[src/axi_mem_consts.svh]
`ifndef AXI_MEM_CONSTS_SVH
`define AXI_MEM_CONSTS_SVH

// ====================
// memory map
// ====================

// byte address of word 0
`define AXI_MEM_BASE 32'h8000_0000

// depth in 32-bit words
`define AXI_MEM_WORDS 1024

// word index width is log2 of the depth
`define AXI_MEM_IW 10

// ====================
// response codes
// ====================

`define AXI_RESP_OKAY 2'b00

`endif

[src/axi_mem_pkg.sv]
`include "axi_mem_consts.svh"

package axi_mem_pkg;

   // ====================
   // channel payloads
   // ====================

   // shared by AR and AW
   typedef struct packed {
      logic [31:0] addr;
      logic [7:0]  len;   // beats minus one
      logic [2:0]  size;
      logic [1:0]  burst;
   } axi_addr_req_t;

   typedef struct packed {
      logic [31:0] data;
      logic [3:0]  strb;
      logic        last;
   } axi_w_beat_t;

   typedef struct packed {
      logic [31:0] data;
      logic [1:0]  resp;
      logic        last;
   } axi_r_beat_t;

   // ====================
   // word store access
   // ====================

   typedef logic [`AXI_MEM_IW-1:0] mem_index_t;

   // one byte-strobed store write
   typedef struct packed {
      mem_index_t  index;
      logic [31:0] data;
      logic [3:0]  strb;
   } mem_wr_t;

   // byte address to word index aliased modulo the depth
   function automatic mem_index_t word_index(input logic [31:0] addr);
      logic [31:0] offset;
      offset = addr - `AXI_MEM_BASE;
      return offset[`AXI_MEM_IW+1:2];
   endfunction

endpackage

[src/axi_write_engine.sv]
`timescale 1ns/100ps
`include "axi_mem_consts.svh"

module axi_write_engine (
   input  logic                       clk,
   input  logic                       rst,

   // AW channel
   input  axi_mem_pkg::axi_addr_req_t aw,
   input  logic                       awvalid,
   output logic                       awready,

   // W channel
   input  axi_mem_pkg::axi_w_beat_t   w,
   input  logic                       wvalid,
   output logic                       wready,

   // B channel
   output logic [1:0]                 bresp,
   output logic                       bvalid,
   input  logic                       bready,

   // store write port
   output logic                       wr_en,
   output axi_mem_pkg::mem_wr_t       wr
);

   typedef enum logic [1:0] {
      WR_IDLE,
      WR_RECV,
      WR_RESP
   } wr_state_t;

   wr_state_t state;

   axi_mem_pkg::axi_addr_req_t req_q;
   logic [31:0]                beat_addr;
   logic [7:0]                 beat_cnt;

   logic aw_fire;
   logic w_fire;
   logic b_fire;

   assign awready = (state == WR_IDLE);
   assign wready  = (state == WR_RECV);
   assign bvalid  = (state == WR_RESP);
   assign bresp   = `AXI_RESP_OKAY;

   assign aw_fire = awvalid && awready;
   assign w_fire  = wvalid && wready;
   assign b_fire  = bvalid && bready;

   // ====================
   // state machine
   // ====================

   always_ff @(posedge clk) begin
      if (rst) begin
         state    <= WR_IDLE;
         beat_cnt <= '0;
      end else begin
         case (state)
            WR_IDLE: begin
               if (aw_fire) begin
                  state    <= WR_RECV;
                  beat_cnt <= '0;
               end
            end
            WR_RECV: begin
               // burst ends on the beat count and wlast is ignored
               if (w_fire) begin
                  beat_cnt <= beat_cnt + 8'd1;
                  if (beat_cnt == req_q.len) begin
                     state <= WR_RESP;
                  end
               end
            end
            WR_RESP: begin
               if (b_fire) begin
                  state <= WR_IDLE;
               end
            end
            default: state <= WR_IDLE;
         endcase
      end
   end

   always_ff @(posedge clk) begin
      if (aw_fire) begin
         req_q     <= aw;
         beat_addr <= aw.addr;
      end else if (w_fire) begin
         beat_addr <= beat_addr + 32'd4;
      end
   end

   // ====================
   // store write
   // ====================

   // lands in the store on the same edge as the W transfer
   assign wr_en    = w_fire;
   assign wr.index = axi_mem_pkg::word_index(beat_addr);
   assign wr.data  = w.data;
   assign wr.strb  = w.strb;

endmodule

[config.mk]
export PLATFORM = sky130hd
export DESIGN_NAME = axi_write_engine
export DESIGN_NICKNAME = d
export VERILOG_FILES = /design/src/axi_mem_pkg.sv /design/src/axi_write_engine.sv
export VERILOG_INCLUDE_DIRS = /design/src
export SDC_FILE = /design/constraint.sdc
export NUM_CORES = 1
export LEC_CHECK = 0
export BUFFER_PORTS_ARGS = -buffer_cell sky130_fd_sc_hd__buf_2
export CAP_MARGIN = 5
export CORE_MARGIN = 2
export CORE_UTILIZATION = 38
export DETAILED_ROUTE_END_ITERATION = 8
export GPL_TIMING_DRIVEN = 0
export PLACE_DENSITY = 0.8
export SYNTH_ARGS = -nofsm -noshare
export SYNTH_HDL_FRONTEND = slang
export SYNTH_SLANG_ARGS = --single-unit
[constraint.sdc]
create_clock -name clk -period 1.9 [get_ports clk]
set_input_delay 0.285 -clock clk [delete_from_list [all_inputs] [get_ports clk]]
set_output_delay 0.285 -clock clk [all_outputs]
set_load 0.1 [all_outputs]
==> results.py <==
metrics = {
    "status": {
        "outcome": "finished clean",
    },
    "timing": {
        "setup_tns_ns": 0,
        "rsz0062_at_grt": "false",
        "finalCritPeriodShare_pct": 91.6,
        "drv_slew": 0,
        "finClkSkew_ns": 0.00145,
        "period_needed_ns": 1.74,
        "relSlewSlack_pct": 66.8,
        "finalHoldViolCount": 0,
        "max_freq_mhz": 575,
        "finalSetupViolCount": 0,
        "worst_pin_slew_ns": 0.493,
        "fin_ws_ns": 0.160,
    },
    "synthesis": {
        "synth_top_area_cell": "edfxtp_1",
        "synth_seq_area_share_pct": 44.9,
        "syn-cell-area_um2": 1650,
        "synthArstFlopShare_pct": 0,
        "synth_cells": 161,
        "synthAdderAreaFrac_pct": 1.52,
        "yosys_warnings": 0,
        "netlist.area_leader.share_pct": 32.8,
        "ys_types": 35,
        "synthSimpleGateAreaFrac_pct": 14.3,
        "ys_ff_latch": 28,
        "synthFlopType": "edfxtp_1",
        "postSynthAreaPerCell_um2": 10.2,
        "synth_edf_count": 18,
        "synthMuxAreaShare_pct": 0.683,
        "synth_xor_area_share_pct": 11.7,
        "synth-compound-area-share_pct": 7.44,
        "synth_top_family_by_area": "buffers and inverters",
        "ys_top_cells_by_area": "edfxtp_1 33%, buf_4 18%, dfxtp_1 12%",
    },
    "detailed_routing": {
        "wl_per_cell_um": 11.7,
        "dr.pass1.iters": 4,
        "met1_length_um": 1310,
        "drc": 0,
        "wl_um": 3360,
        "wl_met3_um": 190,
        "dr_wl_met2_um": 1820,
        "highest-signal-layer": "met4",
        "viasPerCell": 4.54,
        "drt_iter0_drc": 56,
        "drtAntennaViolNets": 0,
        "num_vias": 1308,
    },
    "clock_tree": {
        "cts_setup_buffers": 0,
        "cts_buffers": 3,
        "cts_tree": "done",
        "cts_resized": 0,
        "clockBufferDepth": 2,
        "clock_sinks": 28,
        "clock_latency_ns": 0.27,
        "cts-root-buf": "clkbuf_8",
        "clk_pin_slew_ns": 0.09,
        "cts_hold_buf": 0,
        "htree_num_levels": 1,
    },
    "global_route": {
        "overflow": 0,
        "grtUsageTotal_pct": 13.3,
        "grt_pass1_wl_um": 5290,
        "grt_max_degree": 18,
        "antenna_found_initial": 0,
        "grt_pass1_vias": 1172,
    },
    "layout": {
        "fin_util_pct": 52.1,
        "syn_to_final_growth_pct": 29.2,
        "drive_above_1_share_pct": 51.7,
        "final_cell_area_um2": 2130,
        "num-fill-cells": 380,
        "diodes": 0,
        "fin_nets": 328,
    },
    "setup_path": {
        "rr_startpoint": "state[1]",
        "crit_fanout": 10,
        "cp_data_arrival_time_ns": 1.45,
        "worstPathRequired_ns": 1.62,
        "cp-end-kind": "output port",
        "critPathLaunch": "state[0]",
        "crit_type": "register to output port",
        "start_kind": "register",
    },
    "placed_design": {
        "place_hpwl_um": 2650,
        "pre_cts_ws_ns": 0.261,
        "gp_congestion": 0.803,
        "port_buffers": 72,
        "placed_cell_area_um2": 2080,
    },
    "floorplanning": {
        "die_w_um": 69.9,
        "coreArea_um2": 4090,
        "io_pins": 139,
        "rows": 23,
        "fp.dieArea_um2": 4880,
        "start_util_pct": 40.4,
        "die_h_um": 69.9,
    },
    "run": {
        "cap_violations": 0,
    },
    "min_path": {
        "min_from": "aw[10]",
        "hp-class": "input pin to register",
    },
    "pwr": {
        "power.density_nw_per_um2": 867,
        "leakagePower_nw": 0.993,
        "ir_drop_v": 0.000760,
    },
}
## per-stage QoR
step,hold WS [ns],power [mW],std cells
after CTS,0.178,1.86,288
after floorplan,0.357,1.43,162
after global placement,0.463,1.53,284
after detailed placement,0.463,1.54,284
after global routing,0.162,1.92,288
final,0.186,1.85,288
## cell usage in the layout, fill, tap and decap left out, types with 3 or more instances in the layout
cell type | synthesis | final
o21ai_0 | 11 | 11
dfxtp_1 | 10 | 10
buf_2 | 1 | 72
nor2_1 | 11 | 10
o211ai_1 | 3 | 3
xor2_1 | 14 | 14
and3_1 | 3 | 3
buf_4 | 39 | 39
xnor2_1 | 8 | 8
clkbuf_8 | 0 | 3
edfxtp_1 | 18 | 18
nand2_1 | 13 | 13
## final timing paths
kind	end	slack, ns	cells after the start
min reg2reg	beat_cnt[7]	0.55	2
max	wr_en	0.16	3
min	req_q[10]	0.19	1
max reg2reg	beat_addr[3]	0.26	3
## flip-flops by register name, indices dropped and copies added (netlist names)
register,cells
beat_addr,10
beat_cnt,8
req_q,8
state,2
## cells by family after synthesis
| kind of cell | count (synthesis) |
|---|---|
| AO/OA/AOI/OAI | 20 |
| XOR/XNOR | 22 |
| adder cells (fa/ha/maj) | 2 |
| buffers and inverters | 43 |
| flip-flops | 28 |
| multiplexers | 1 |
| other | 1 |
| AND/OR/NAND/NOR | 44 |
## metal layers
| layer | vias up | track usage, % |
|---|---|---|
| li1 | 667 | - |
| met1 | 589 | 15.4 |
| met2 | 50 | 24.8 |
| met3 | 2 | 1.30 |
| met4 | 0 | 5.77 |
| met5 | - | 0 |
## power by group
group	internal (mW)	switching [mW]
combinational	0.160	0.626
sequential	0.700	0.0389
clock	0.145	0.177
## area by class of cell
type                       instances  area, µm²  share of cell area (%)
tap                               50       62.6                    2.94
clock buffer                       3       41.3                    1.94
clock inverter                     1       3.75                   0.176
sequential                        28        741                    34.8
buffer                            42        313                    14.7
multi-input combinational         91        603                    28.3
inverter                           1       3.75                   0.176
timing repair buffer              72        363                    17.0
## Yosys cell counts (2+ instances only)
master and n:
buf_4 39, nor2b_1 2, nand3_1 2, o211ai_1 3, and3_1 3, nand4_1 2
and4_1 2, dfxtp_1 10, nor2_1 11, o2111ai_1 2, ha_1 2, xnor2_1 8
edfxtp_1 18, nand2_1 13, xor2_1 14, o21ai_0 11
## worst max-delay path: stages, from the launching register on
cell      delay, ns
dfxtp_1        0.49
and3b_1        0.22
buf_6          0.14
clkbuf_4       0.33
Power figures use the tool's default switching activity.
