[src/axi_mem_consts.svh]
`ifndef AXI_MEM_CONSTS_SVH
`define AXI_MEM_CONSTS_SVH

// ====================
// memory map
// ====================

// byte address of word 0
`define AXI_MEM_BASE 32'h8000_0000

// depth in 32-bit words
`define AXI_MEM_WORDS 1024

// word index width is log2 of the depth
`define AXI_MEM_IW 10

// ====================
// response codes
// ====================

`define AXI_RESP_OKAY 2'b00

`endif

[src/axi_mem_pkg.sv]
`include "axi_mem_consts.svh"

package axi_mem_pkg;

   // ====================
   // channel payloads
   // ====================

   // shared by AR and AW
   typedef struct packed {
      logic [31:0] addr;
      logic [7:0]  len;   // beats minus one
      logic [2:0]  size;
      logic [1:0]  burst;
   } axi_addr_req_t;

   typedef struct packed {
      logic [31:0] data;
      logic [3:0]  strb;
      logic        last;
   } axi_w_beat_t;

   typedef struct packed {
      logic [31:0] data;
      logic [1:0]  resp;
      logic        last;
   } axi_r_beat_t;

   // ====================
   // word store access
   // ====================

   typedef logic [`AXI_MEM_IW-1:0] mem_index_t;

   // one byte-strobed store write
   typedef struct packed {
      mem_index_t  index;
      logic [31:0] data;
      logic [3:0]  strb;
   } mem_wr_t;

   // byte address to word index aliased modulo the depth
   function automatic mem_index_t word_index(input logic [31:0] addr);
      logic [31:0] offset;
      offset = addr - `AXI_MEM_BASE;
      return offset[`AXI_MEM_IW+1:2];
   endfunction

endpackage

[src/axi_read_engine.sv]
`timescale 1ns/100ps
`include "axi_mem_consts.svh"

module axi_read_engine (
   input  logic                       clk,
   input  logic                       rst,

   // AR channel
   input  axi_mem_pkg::axi_addr_req_t ar,
   input  logic                       arvalid,
   output logic                       arready,

   // R channel
   output axi_mem_pkg::axi_r_beat_t   r,
   output logic                       rvalid,
   input  logic                       rready,

   // store read port
   output axi_mem_pkg::mem_index_t    rd_index,
   input  logic [31:0]                rd_data
);

   typedef enum logic {
      RD_IDLE,
      RD_SEND
   } rd_state_t;

   rd_state_t state;

   // captured request with size and burst kept but not acted on
   axi_mem_pkg::axi_addr_req_t req_q;
   logic [31:0]                beat_addr;
   logic [7:0]                 beat_cnt;

   logic ar_fire;
   logic r_fire;
   logic last_beat;

   assign arready   = (state == RD_IDLE);
   assign rvalid    = (state == RD_SEND);
   assign ar_fire   = arvalid && arready;
   assign r_fire    = rvalid && rready;
   assign last_beat = (beat_cnt == req_q.len);

   // ====================
   // state machine
   // ====================

   always_ff @(posedge clk) begin
      if (rst) begin
         state    <= RD_IDLE;
         beat_cnt <= '0;
      end else begin
         case (state)
            RD_IDLE: begin
               if (ar_fire) begin
                  state    <= RD_SEND;
                  beat_cnt <= '0;
               end
            end
            RD_SEND: begin
               // hold the beat until the master takes it
               if (r_fire) begin
                  beat_cnt <= beat_cnt + 8'd1;
                  if (last_beat) begin
                     state <= RD_IDLE;
                  end
               end
            end
            default: state <= RD_IDLE;
         endcase
      end
   end

   // request and beat address
   always_ff @(posedge clk) begin
      if (ar_fire) begin
         req_q     <= ar;
         beat_addr <= ar.addr;
      end else if (r_fire) begin
         beat_addr <= beat_addr + 32'd4;
      end
   end

   // ====================
   // beat output
   // ====================

   assign rd_index = axi_mem_pkg::word_index(beat_addr);

   assign r.data = rd_data;
   assign r.resp = `AXI_RESP_OKAY;
   assign r.last = last_beat;

endmodule

[config.mk]
export PLATFORM = sky130hd
export DESIGN_NAME = axi_read_engine
export DESIGN_NICKNAME = d
export VERILOG_FILES = /design/src/axi_mem_pkg.sv /design/src/axi_read_engine.sv
export VERILOG_INCLUDE_DIRS = /design/src
export SDC_FILE = /design/constraint.sdc
export NUM_CORES = 1
export LEC_CHECK = 0
export BUFFER_PORTS_ARGS = -buffer_cell sky130_fd_sc_hd__buf_2
export CAP_MARGIN = 20
export CORE_MARGIN = 3
export CORE_UTILIZATION = 42
export DETAILED_ROUTE_END_ITERATION = 16
export GPL_ROUTABILITY_DRIVEN = 0
export PLACE_DENSITY = 0.92
export SLEW_MARGIN = 10
export SYNTH_ARGS = -nofsm -noshare
export SYNTH_HDL_FRONTEND = slang
export SYNTH_SLANG_ARGS = --single-unit
export TNS_END_PERCENT = 50
[constraint.sdc]
create_clock -name clk -period 3.6 [get_ports clk]
set_clock_uncertainty 0.1 [all_clocks]
set_input_delay 0.72 -clock clk [delete_from_list [all_inputs] [get_ports clk]]
set_output_delay 0.72 -clock clk [all_outputs]
set_load 0.1 [all_outputs]
==> reports/metrics.cfg, run 1 <==
[status]
outcome=finished, final reports clean

[layout]
antenna_cells=0
drive_gt1_share_pct=25.9
fin_area_mm2=0.00161
area_growth_pct=-0.155
n_fill_cell=334
layout.nets=250

[setup_path]
critPathKind=flip-flop to output pin
crit_path_max_fanout=7
cpMaxStageDelayCell=dfxtp_1
path_delay_family=flip-flops
crit_path_end_kind=output pin
cp-startpoint=beat_cnt[3]
startpoint_type=flip-flop
required_ps=2780
ff2ff_setup_slack_ps=1630
crit_end=r[0]
path_depth=4
crit_chain=xnor2_1, nand4_1, nor3_1, buf_2
timing.rr.end=beat_cnt[5]
arrival_ps=1720
r2r_start=rvalid
worstRegToRegCells=4
cp_slowest_stage_delay_ps=460
cp_num_buf_inv=1

[sta]
period_needed_ps=2540
clock.fmax_mhz=394
drv_slew=0
hold_viol=0
setup_violations=0
setup_slack_ps=1060
finalCritPeriodShare_pct=70.5
final.setup.tns_ps=0
hold_ws_ps=460
rsz0062_at_grt=no

[clocking]
cts.sinks=27
cts_resized=0
cts_setup_buffers=0
h-tree-depth=1
cts_tree=done
cts_inserted_buffers=3
root_buffer=clkbuf_8
clk_latency_ps=270
clk_pin_slew_ps=90
clockBufferDepth=2
hold_buffers=0

[floorplan]
die_height_um=68.0
die_w_um=68.0
ios=128
core_mm2=0.00352
start_util_pct=45.9
die_area_mm2=0.00463
rows=21

[route]
vias=1134
drcViolationCount=0
wl_per_cell_um=13.4
dr.pass1.iters=4
routed_wl_mm=2.85
viasPerCell=5.35
ant_nets=0
drt_iter0_drc=34

[global_routing]
grt_usage_pct=13.2
grt_max_degree=18
antenna_found_initial=0
grt-ovfl-total=0
first_global_vias=1011
grt_pass1_wl_mm=4.51

[synthesis]
yosys-top-cells-area=edfxtp_1 33%, buf_4 16%, dfxtp_1 11%
syn-cell-area_mm2=0.00162
yosysTopAreaCellShare_pct=33.4
yosys.area.top_type=edfxtp_1
ys_types=38
yosysWarnings=0
syn_area_per_cell_um2=9.74
synthFlopType=edfxtp_1
netlist_instances=166
seq_area_frac_synth_pct=44.6
async_flop_share_pct=0
synth_edf_count=18
synth_seq_cells=27

[placed_design]
pre_cts_slack_ps=1360
place_hpwl_mm=2.06
port_buffers=34
place_area_mm2=0.00157

[job]
timing.max_cap.violations=0

[hold_path]
hp-start=beat_cnt[6]
hp-class=flip-flop to flip-flop

[pwr]
power_density_mw_per_mm2=470
p_leak_nw=0.602
ir_drop_mv=0.287

==> worst reg2reg max path, delay by kind of cell (launching register included) <==
kind | cells | cell delay, ps
AND/OR/NAND/NOR | 2 | 690
flip-flops | 1 | 500
buffers and inverters | 1 | 460
multiplexers | 1 | 180
==> metal layers <==
metal / vias up / GRT usage [%] / part of all wire, %
met5: - / 0 / 0
met4: 0 / 9.68 / 3.1
met3: 12 / 1.64 / 5.5
met2: 37 / 20.9 / 48
met1: 531 / 16.3 / 43
li1: 554 / - / -
==> power breakdown <==
group / internal, mW / total [mW] / switching [mW]
Sequential: 0.358 / 0.382 / 0.0236
Combinational: 0.0411 / 0.206 / 0.165
Clock: 0.0794 / 0.171 / 0.0911
Total: 0.479 / 0.759 / 0.280
==> kinds of logic (layout without fill, tap and decap cells) <==
family / count (synthesis) / after routing / share of synthesized area, %
flip-flops: 27 / 27 / 44.6
other: 1 / 2 / 0.232
XOR/XNOR: 11 / 11 / 5.96
AND/OR/NAND/NOR: 51 / 51 / 16.7
adder cells (fa/ha/maj): 2 / 2 / 1.55
buffers and inverters: 44 / 43 / 18.4
multiplexers: 4 / 4 / 2.63
AO/OA/AOI/OAI: 26 / 26 / 9.91
==> layout by cell type, fill, tap and decap left out, drive strengths merged, types with 6 or more instances in the layout <==
master   n
buf     34
xnor2    9
nor2    12
nand3    6
dfxtp    9
nand2   12
edfxtp  18
nand4    6
o21ai    9
==> cells in the mapped netlist (2+ instances only) <==
cell type   n
buf_4      35
edfxtp_1   18
nand2_1    12
nor2_1     12
dfxtp_1     9
o21ai_0     9
xnor2_1     9
nand3_1     6
a21oi_1     5
a31oi_1     5
nand4_1     5
inv_1       4
clkbuf_1    3
or3_1       3
and3_1      2
ha_1        2
mux2_2      2
mux2i_1     2
nor3b_1     2
or3_2       2
xor2_1      2
==> sequential cells by signal, summed over array words and instances (netlist names) <==
signal,flops
beat_addr,10
beat_cnt,8
req_q,8
rvalid,1
==> stage by stage <==
stage | power (mW) | std cells | util, %
2_1_floorplan | 0.724 | 167 | -
3_3_place_gp | 0.590 | 208 | 44.6
3_5_place_dp | 0.595 | 208 | 44.6
4_1_cts | 0.764 | 212 | 45.8
5_1_grt | 0.791 | 212 | 45.8
6_report | 0.759 | 212 | 45.8
==> worst min path at each step <==
stage                  endpoint  slack (ps)  cells after the start
floorplan           beat_cnt[6]         390                      1
global placement    beat_cnt[6]         430                      1
detailed placement  beat_cnt[6]         430                      1
CTS                 beat_cnt[6]         450                      1
global route           req_q[6]         500                      1
finish              beat_cnt[6]         460                      1
==> cell type report <==
cell class / count / area (um2) / share of cell area [%]
Inverter: 5 / 18.8 / 1.16
Clock buffer: 4 / 45.0 / 2.79
Sequential cell: 27 / 721 / 44.7
Tap cell: 46 / 57.6 / 3.57
Multi-Input combinational cell: 96 / 602 / 37.3
Timing Repair Buffer: 34 / 170 / 10.5
Power figures use the tool's default switching activity.
==> run 2: changes to the inputs <==
--- a/config.mk
+++ b/config.mk
@@ -6,13 +6,14 @@
 export SDC_FILE = /design/constraint.sdc
 export NUM_CORES = 1
 export LEC_CHECK = 0
+export ABC_AREA = 1
 export BUFFER_PORTS_ARGS = -buffer_cell sky130_fd_sc_hd__buf_2
 export CAP_MARGIN = 20
 export CORE_MARGIN = 3
-export CORE_UTILIZATION = 42
+export CORE_UTILIZATION = 36
 export DETAILED_ROUTE_END_ITERATION = 16
 export GPL_ROUTABILITY_DRIVEN = 0
-export PLACE_DENSITY = 0.92
+export PLACE_DENSITY = 0.83
 export SLEW_MARGIN = 10
 export SYNTH_ARGS = -nofsm -noshare
 export SYNTH_HDL_FRONTEND = slang
==> constraint.sdc (replaced) <==
create_clock -name clk -period 2.1 [get_ports clk]
set_clock_uncertainty 0.1 [all_clocks]
set_input_delay 0.42 -clock clk [delete_from_list [all_inputs] [get_ports clk]]
set_output_delay 0.42 -clock clk [all_outputs]
set_load 0.1 [all_outputs]
==> reports/metrics.cfg, run 2 <==
[status]
outcome=finished, final reports clean

[synthesis]
synth_seq_cells=27
seq_area_frac_synth_pct=43.0
yosys.area.top_type=edfxtp_1
synth.most_common_cell=nand2_1
netlist_instances=211
synth_edf_count=18
syn-cell-area_mm2=0.00168
synthTopCellsByCount=61 x nand2_1, 36 x buf_4, 20 x inv_1, 18 x edfxtp_1, 12 x nor2_1
ys_types=25
yosys-top-cells-area=edfxtp_1 32%, buf_4 16%, nand2_1 14%
synthFlopType=edfxtp_1
async_flop_share_pct=0
yosysTopAreaCellShare_pct=32.2
syn_area_per_cell_um2=7.95
yosysWarnings=0

[global_routing]
grt_pass1_wl_mm=4.93
antenna_found_initial=0
grt_usage_pct=11.4
first_global_vias=1150
grt_max_degree=25
grt-ovfl-total=0

[clocking]
clk_pin_slew_ps=100
cts_inserted_buffers=3
hold_buffers=0
clk_latency_ps=270
clockBufferDepth=2
cts_tree=done
cts_setup_buffers=0
cts.sinks=27
root_buffer=clkbuf_8
h-tree-depth=1
cts_resized=0

[layout]
largest_register_ffs=10
drive_gt1_share_pct=24.8
area_growth_pct=1.94
reg.largest.list=beat_addr: 10 flops, beat_cnt: 8 flops, req_q: 8 flops
layout.nets=298
layout_common_cells=61 x nand2_1, 33 x buf_2, 20 x inv_1, 18 x edfxtp_1, 12 x nor2_1
antenna_cells=0
final_cells=266
final_common_cell=nand2_1
regMostFlops=beat_addr

[pwr]
pwr-share-seq_pct=49.7
comb_power_share_pct=27.1
p_leak_nw=0.752
power_density_mw_per_mm2=758
p_clk_share_pct=23.2
ir_drop_mv=0.326
switching_share_pct=37.0
internal_power_mw=0.815
power.switching_mw=0.480

[setup_path]
crit_chain=inv_1, nand2_1, nand2_1, nand2_1, nor2_1, and2_1, buf_12
critPathKind=flip-flop to output pin
arrival_ps=1430
startpoint_type=flip-flop
required_ps=1580
cp_slowest_stage_delay_ps=410
crit_path_max_fanout=2
cpMaxStageDelayCell=edfxtp_1
crit_path_end_kind=output pin
cp_common_cell=nand2_1

[hold_path]
hp-class=input pin to flip-flop

[placed_design]
port_buffers=34
dp.cells=262
place_hpwl_mm=2.32
pre_cts_slack_ps=453

[sta]
clock.fmax_mhz=512
rsz0062_at_grt=no
period_needed_ps=1950
hold_ws_ps=213
setup_violations=0
drv_slew=0
hold_viol=0
finalCritPeriodShare_pct=93.0
setup_slack_ps=148

[job]
timing.max_cap.violations=0

[route]
ant_nets=0
vias=1213
wl_per_cell_um=11.2
drt_iter0_drc=19
viasPerCell=4.56
routed_wl_mm=2.98
drcViolationCount=0
dr.pass1.iters=4

[floorplan]
die_w_um=74.2
core_mm2=0.00441
die_area_mm2=0.00551
rows=24
start_util_pct=38.0
ios=128
die_height_um=74.2

[run 2: cell count changes in the layout (fill, tap and decap cells not counted), moves of 4 or more]
cell     delta
a31oi_1     -5
inv_1      +16
inv_2       +5
nand2_1    +49
nand4_1     -4
o21ai_1     +5
xnor2_1     -7
[run 2: layer usage]
| layer | global-route usage (%) | vias up | part of all wire (%) |
|---|---|---|---|
| met2 | 18.6 | 30 | 48 |
| met3 | 1.22 | 18 | 4.8 |
| met1 | 13.9 | 529 | 43 |
| met4 | 8.50 | 0 | 3.7 |
| li1 | - | 636 | - |
| met5 | 0 | - | 0 |
[run 2: path summary, 6_finish.rpt]
check          startpoint           end  slack [ps]  cells after the start
min reg2reg   beat_cnt[4]   beat_cnt[4]         410                      2
min                 ar[9]      req_q[9]         210                      1
max             req_q[10]          r[0]         150                      7
max reg2reg  beat_addr[2]  beat_addr[8]         590                      6
[run 2: kinds of logic (layout without fill, tap and decap cells)]
group           after synthesis  count (layout)  synth area share (%)
fa+ha+maj                     2               2                  1.49
buf+inv                      61              63                  21.7
simple gates                 94              94                  24.3
compound gates               21              21                  6.64
xor+xnor                      5               5                  2.61
flops                        27              27                  43.0
other cells                   1               2                 0.224
[run 2: layout make-up]
type,count,area [um2]
Sequential cell,27,722
Clock inverter,1,6.26
Multi-Input combinational cell,124,596
Fill cell,425,2710
Timing Repair Buffer,34,185
Clock buffer,3,41.3
Inverter,25,93.8
Tap cell,52,65.1
[run 2: metrics by stage]
step | total power [mW] | setup TNS (ps) | util, % | cell area (um2)
floorplan | 1.23 | -43.1 | - | 1680
global placement | 1.00 | 0 | 37.6 | 1660
detailed placement | 1.01 | 0 | 37.6 | 1660
CTS | 1.31 | 0 | 38.7 | 1710
global route | 1.36 | 0 | 38.7 | 1710
finish | 1.29 | 0 | 38.7 | 1710
[run 2: worst max-delay path, delay by kind of cell (launching register included)]
| family | cells | cell delay (ps) |
|---|---|---|
| simple gates | 5 | 500 |
| flops | 1 | 410 |
| buf+inv | 2 | 250 |
[run 2: power groups by stage]
stage          Combinational [mW]  Clock, mW  Sequential, mW
2_1_floorplan               0.408          0           0.820
3_3_place_gp                0.347          0           0.654
3_5_place_dp                0.353          0           0.656
4_1_cts                     0.354      0.312           0.644
5_1_grt                     0.376      0.333           0.649
6_report                    0.351      0.301           0.643
==> run 3: changes to the inputs <==
--- a/config.mk
+++ b/config.mk
@@ -9,11 +9,13 @@
 export ABC_AREA = 1
 export BUFFER_PORTS_ARGS = -buffer_cell sky130_fd_sc_hd__buf_2
 export CAP_MARGIN = 20
+export CELL_PAD_IN_SITES_DETAIL_PLACEMENT = 1
+export CELL_PAD_IN_SITES_GLOBAL_PLACEMENT = 1
 export CORE_MARGIN = 3
-export CORE_UTILIZATION = 36
+export CORE_UTILIZATION = 24
 export DETAILED_ROUTE_END_ITERATION = 16
 export GPL_ROUTABILITY_DRIVEN = 0
-export PLACE_DENSITY = 0.83
+export PLACE_DENSITY_LB_ADDON = 0.1
 export SLEW_MARGIN = 10
 export SYNTH_ARGS = -nofsm -noshare
 export SYNTH_HDL_FRONTEND = slang
==> reports/metrics.cfg, run 3 (same netlist as run 2, synthesis figures left out) <==
[status]
outcome=finished, final reports clean

[layout]
antenna_cells=0
reg.largest.list=beat_addr: 10 flops, beat_cnt: 8 flops, req_q: 8 flops
layout_common_cells=61 x nand2_1, 33 x buf_2, 20 x inv_1, 18 x edfxtp_1, 11 x nor2_1
fin_area_mm2=0.00176
final_common_cell=nand2_1
regMostFlops=beat_addr
drive_gt1_share_pct=25.7
n_fill_cell=794
layout.nets=298
area_growth_pct=5.22
largest_register_ffs=10

[clocking]
clockBufferDepth=2
cts.sinks=27
cts_resized=0
cts_inserted_buffers=3
clk_latency_ps=280
h-tree-depth=1
clk_pin_slew_ps=100
cts_tree=done
hold_buffers=0
root_buffer=clkbuf_8
cts_setup_buffers=0

[global_routing]
grt_pass1_wl_mm=5.83
grt_usage_pct=9.49
antenna_found_initial=0
grt_max_degree=25
first_global_vias=1260
grt-ovfl-total=0

[route]
wl_per_cell_um=11.6
ant_nets=0
drcViolationCount=0
dr.pass1.iters=2
vias=1201
drt_iter0_drc=24
viasPerCell=3.91
routed_wl_mm=3.55

[sta]
hold_viol=0
period_needed_ps=1940
finalCritPeriodShare_pct=92.3
clock.fmax_mhz=516
rsz0062_at_grt=no
drv_slew=0
setup_violations=0
final.setup.tns_ps=0

[setup_path]
startpoint_type=flip-flop
crit_path_end_kind=output pin
critPathKind=flip-flop to output pin
crit_path_max_fanout=2
arrival_ps=1420
required_ps=1580

[floorplan]
core_mm2=0.00657
start_util_pct=25.5
die_w_um=89.6
rows=29
die_height_um=89.6
die_area_mm2=0.00802
ios=128

[pwr]
comb_power_share_pct=27.1
power_density_mw_per_mm2=742
power.switching_mw=0.493
p_clk_share_pct=23.7
ir_drop_mv=0.235
pwr-share-seq_pct=49.2
switching_share_pct=37.7
internal_power_mw=0.816
p_leak_nw=0.751

[job]
timing.max_cap.violations=0

[placed_design]
place_hpwl_mm=2.70
port_buffers=34
place_area_mm2=0.00171

[hold_path]
hp-class=input pin to flip-flop

==> run 3: cell types whose count changed in the layout (fill, tap and decap cells not counted), sizes merged <==
cell / before / now
inv: 26 / 25
clkbuf: 3 / 4
==> run 3: layout make-up <==
cell class / instances / area, um2 / area share (%)
Timing Repair Buffer: 34 / 185 / 10.5
Tap cell: 93 / 116 / 6.60
Inverter: 25 / 93.8 / 5.32
Clock buffer: 4 / 45.0 / 2.55
Multi-Input combinational cell: 124 / 601 / 34.0
Sequential cell: 27 / 723 / 41.0
==> run 3: per-layer routing <==
layer / global-route usage (%) / routed length (um)
met1: 12.5 / 1730
met2: 15.2 / 1580
met3: 2.10 / 217
met4: 3.52 / 23
met5: 0 / 0
==> run 3: power groups by stage <==
stage | sequential (mW) | combinational [mW] | clock (mW)
floorplan | 0.820 | 0.408 | 0
global placement | 0.658 | 0.358 | 0
detailed placement | 0.657 | 0.359 | 0
CTS | 0.645 | 0.360 | 0.331
global route | 0.652 | 0.384 | 0.347
finish | 0.644 | 0.354 | 0.311
==> run 3: worst max-delay path, stage by stage (launching register included) <==
cell,delay [ps]
edfxtp_1,410
inv_1,70
nand2_1,50
nand2_1,50
nand2_1,60
nor2_1,170
and2_4,180
buf_12,160
==> run 3: metrics by stage <==
step | utilization [%] | worst slack [ps] | hold slack (ps) | instances | power (mW)
3_3_place_gp | 26.1 | 396 | 420 | 303 | 1.02
5_1_grt | 26.9 | 23.1 | 201 | 307 | 1.38
2_1_floorplan | - | -43.1 | 372 | 212 | 1.23
3_5_place_dp | 26.1 | 377 | 417 | 303 | 1.02
4_1_cts | 26.8 | 55.0 | 202 | 307 | 1.34
6_report | 26.9 | 161 | 210 | 307 | 1.31
==> run 3: worst paths after layout <==
| check | cells after the start | start | end | slack [ps] |
|---|---|---|---|---|
| setup reg to reg | 6 | beat_addr[2] | beat_addr[8] | 600 |
| hold / removal | 1 | ar[12] | req_q[12] | 210 |
| setup / recovery | 7 | req_q[10] | r[0] | 160 |
| hold reg to reg | 1 | beat_cnt[0] | beat_cnt[0] | 400 |
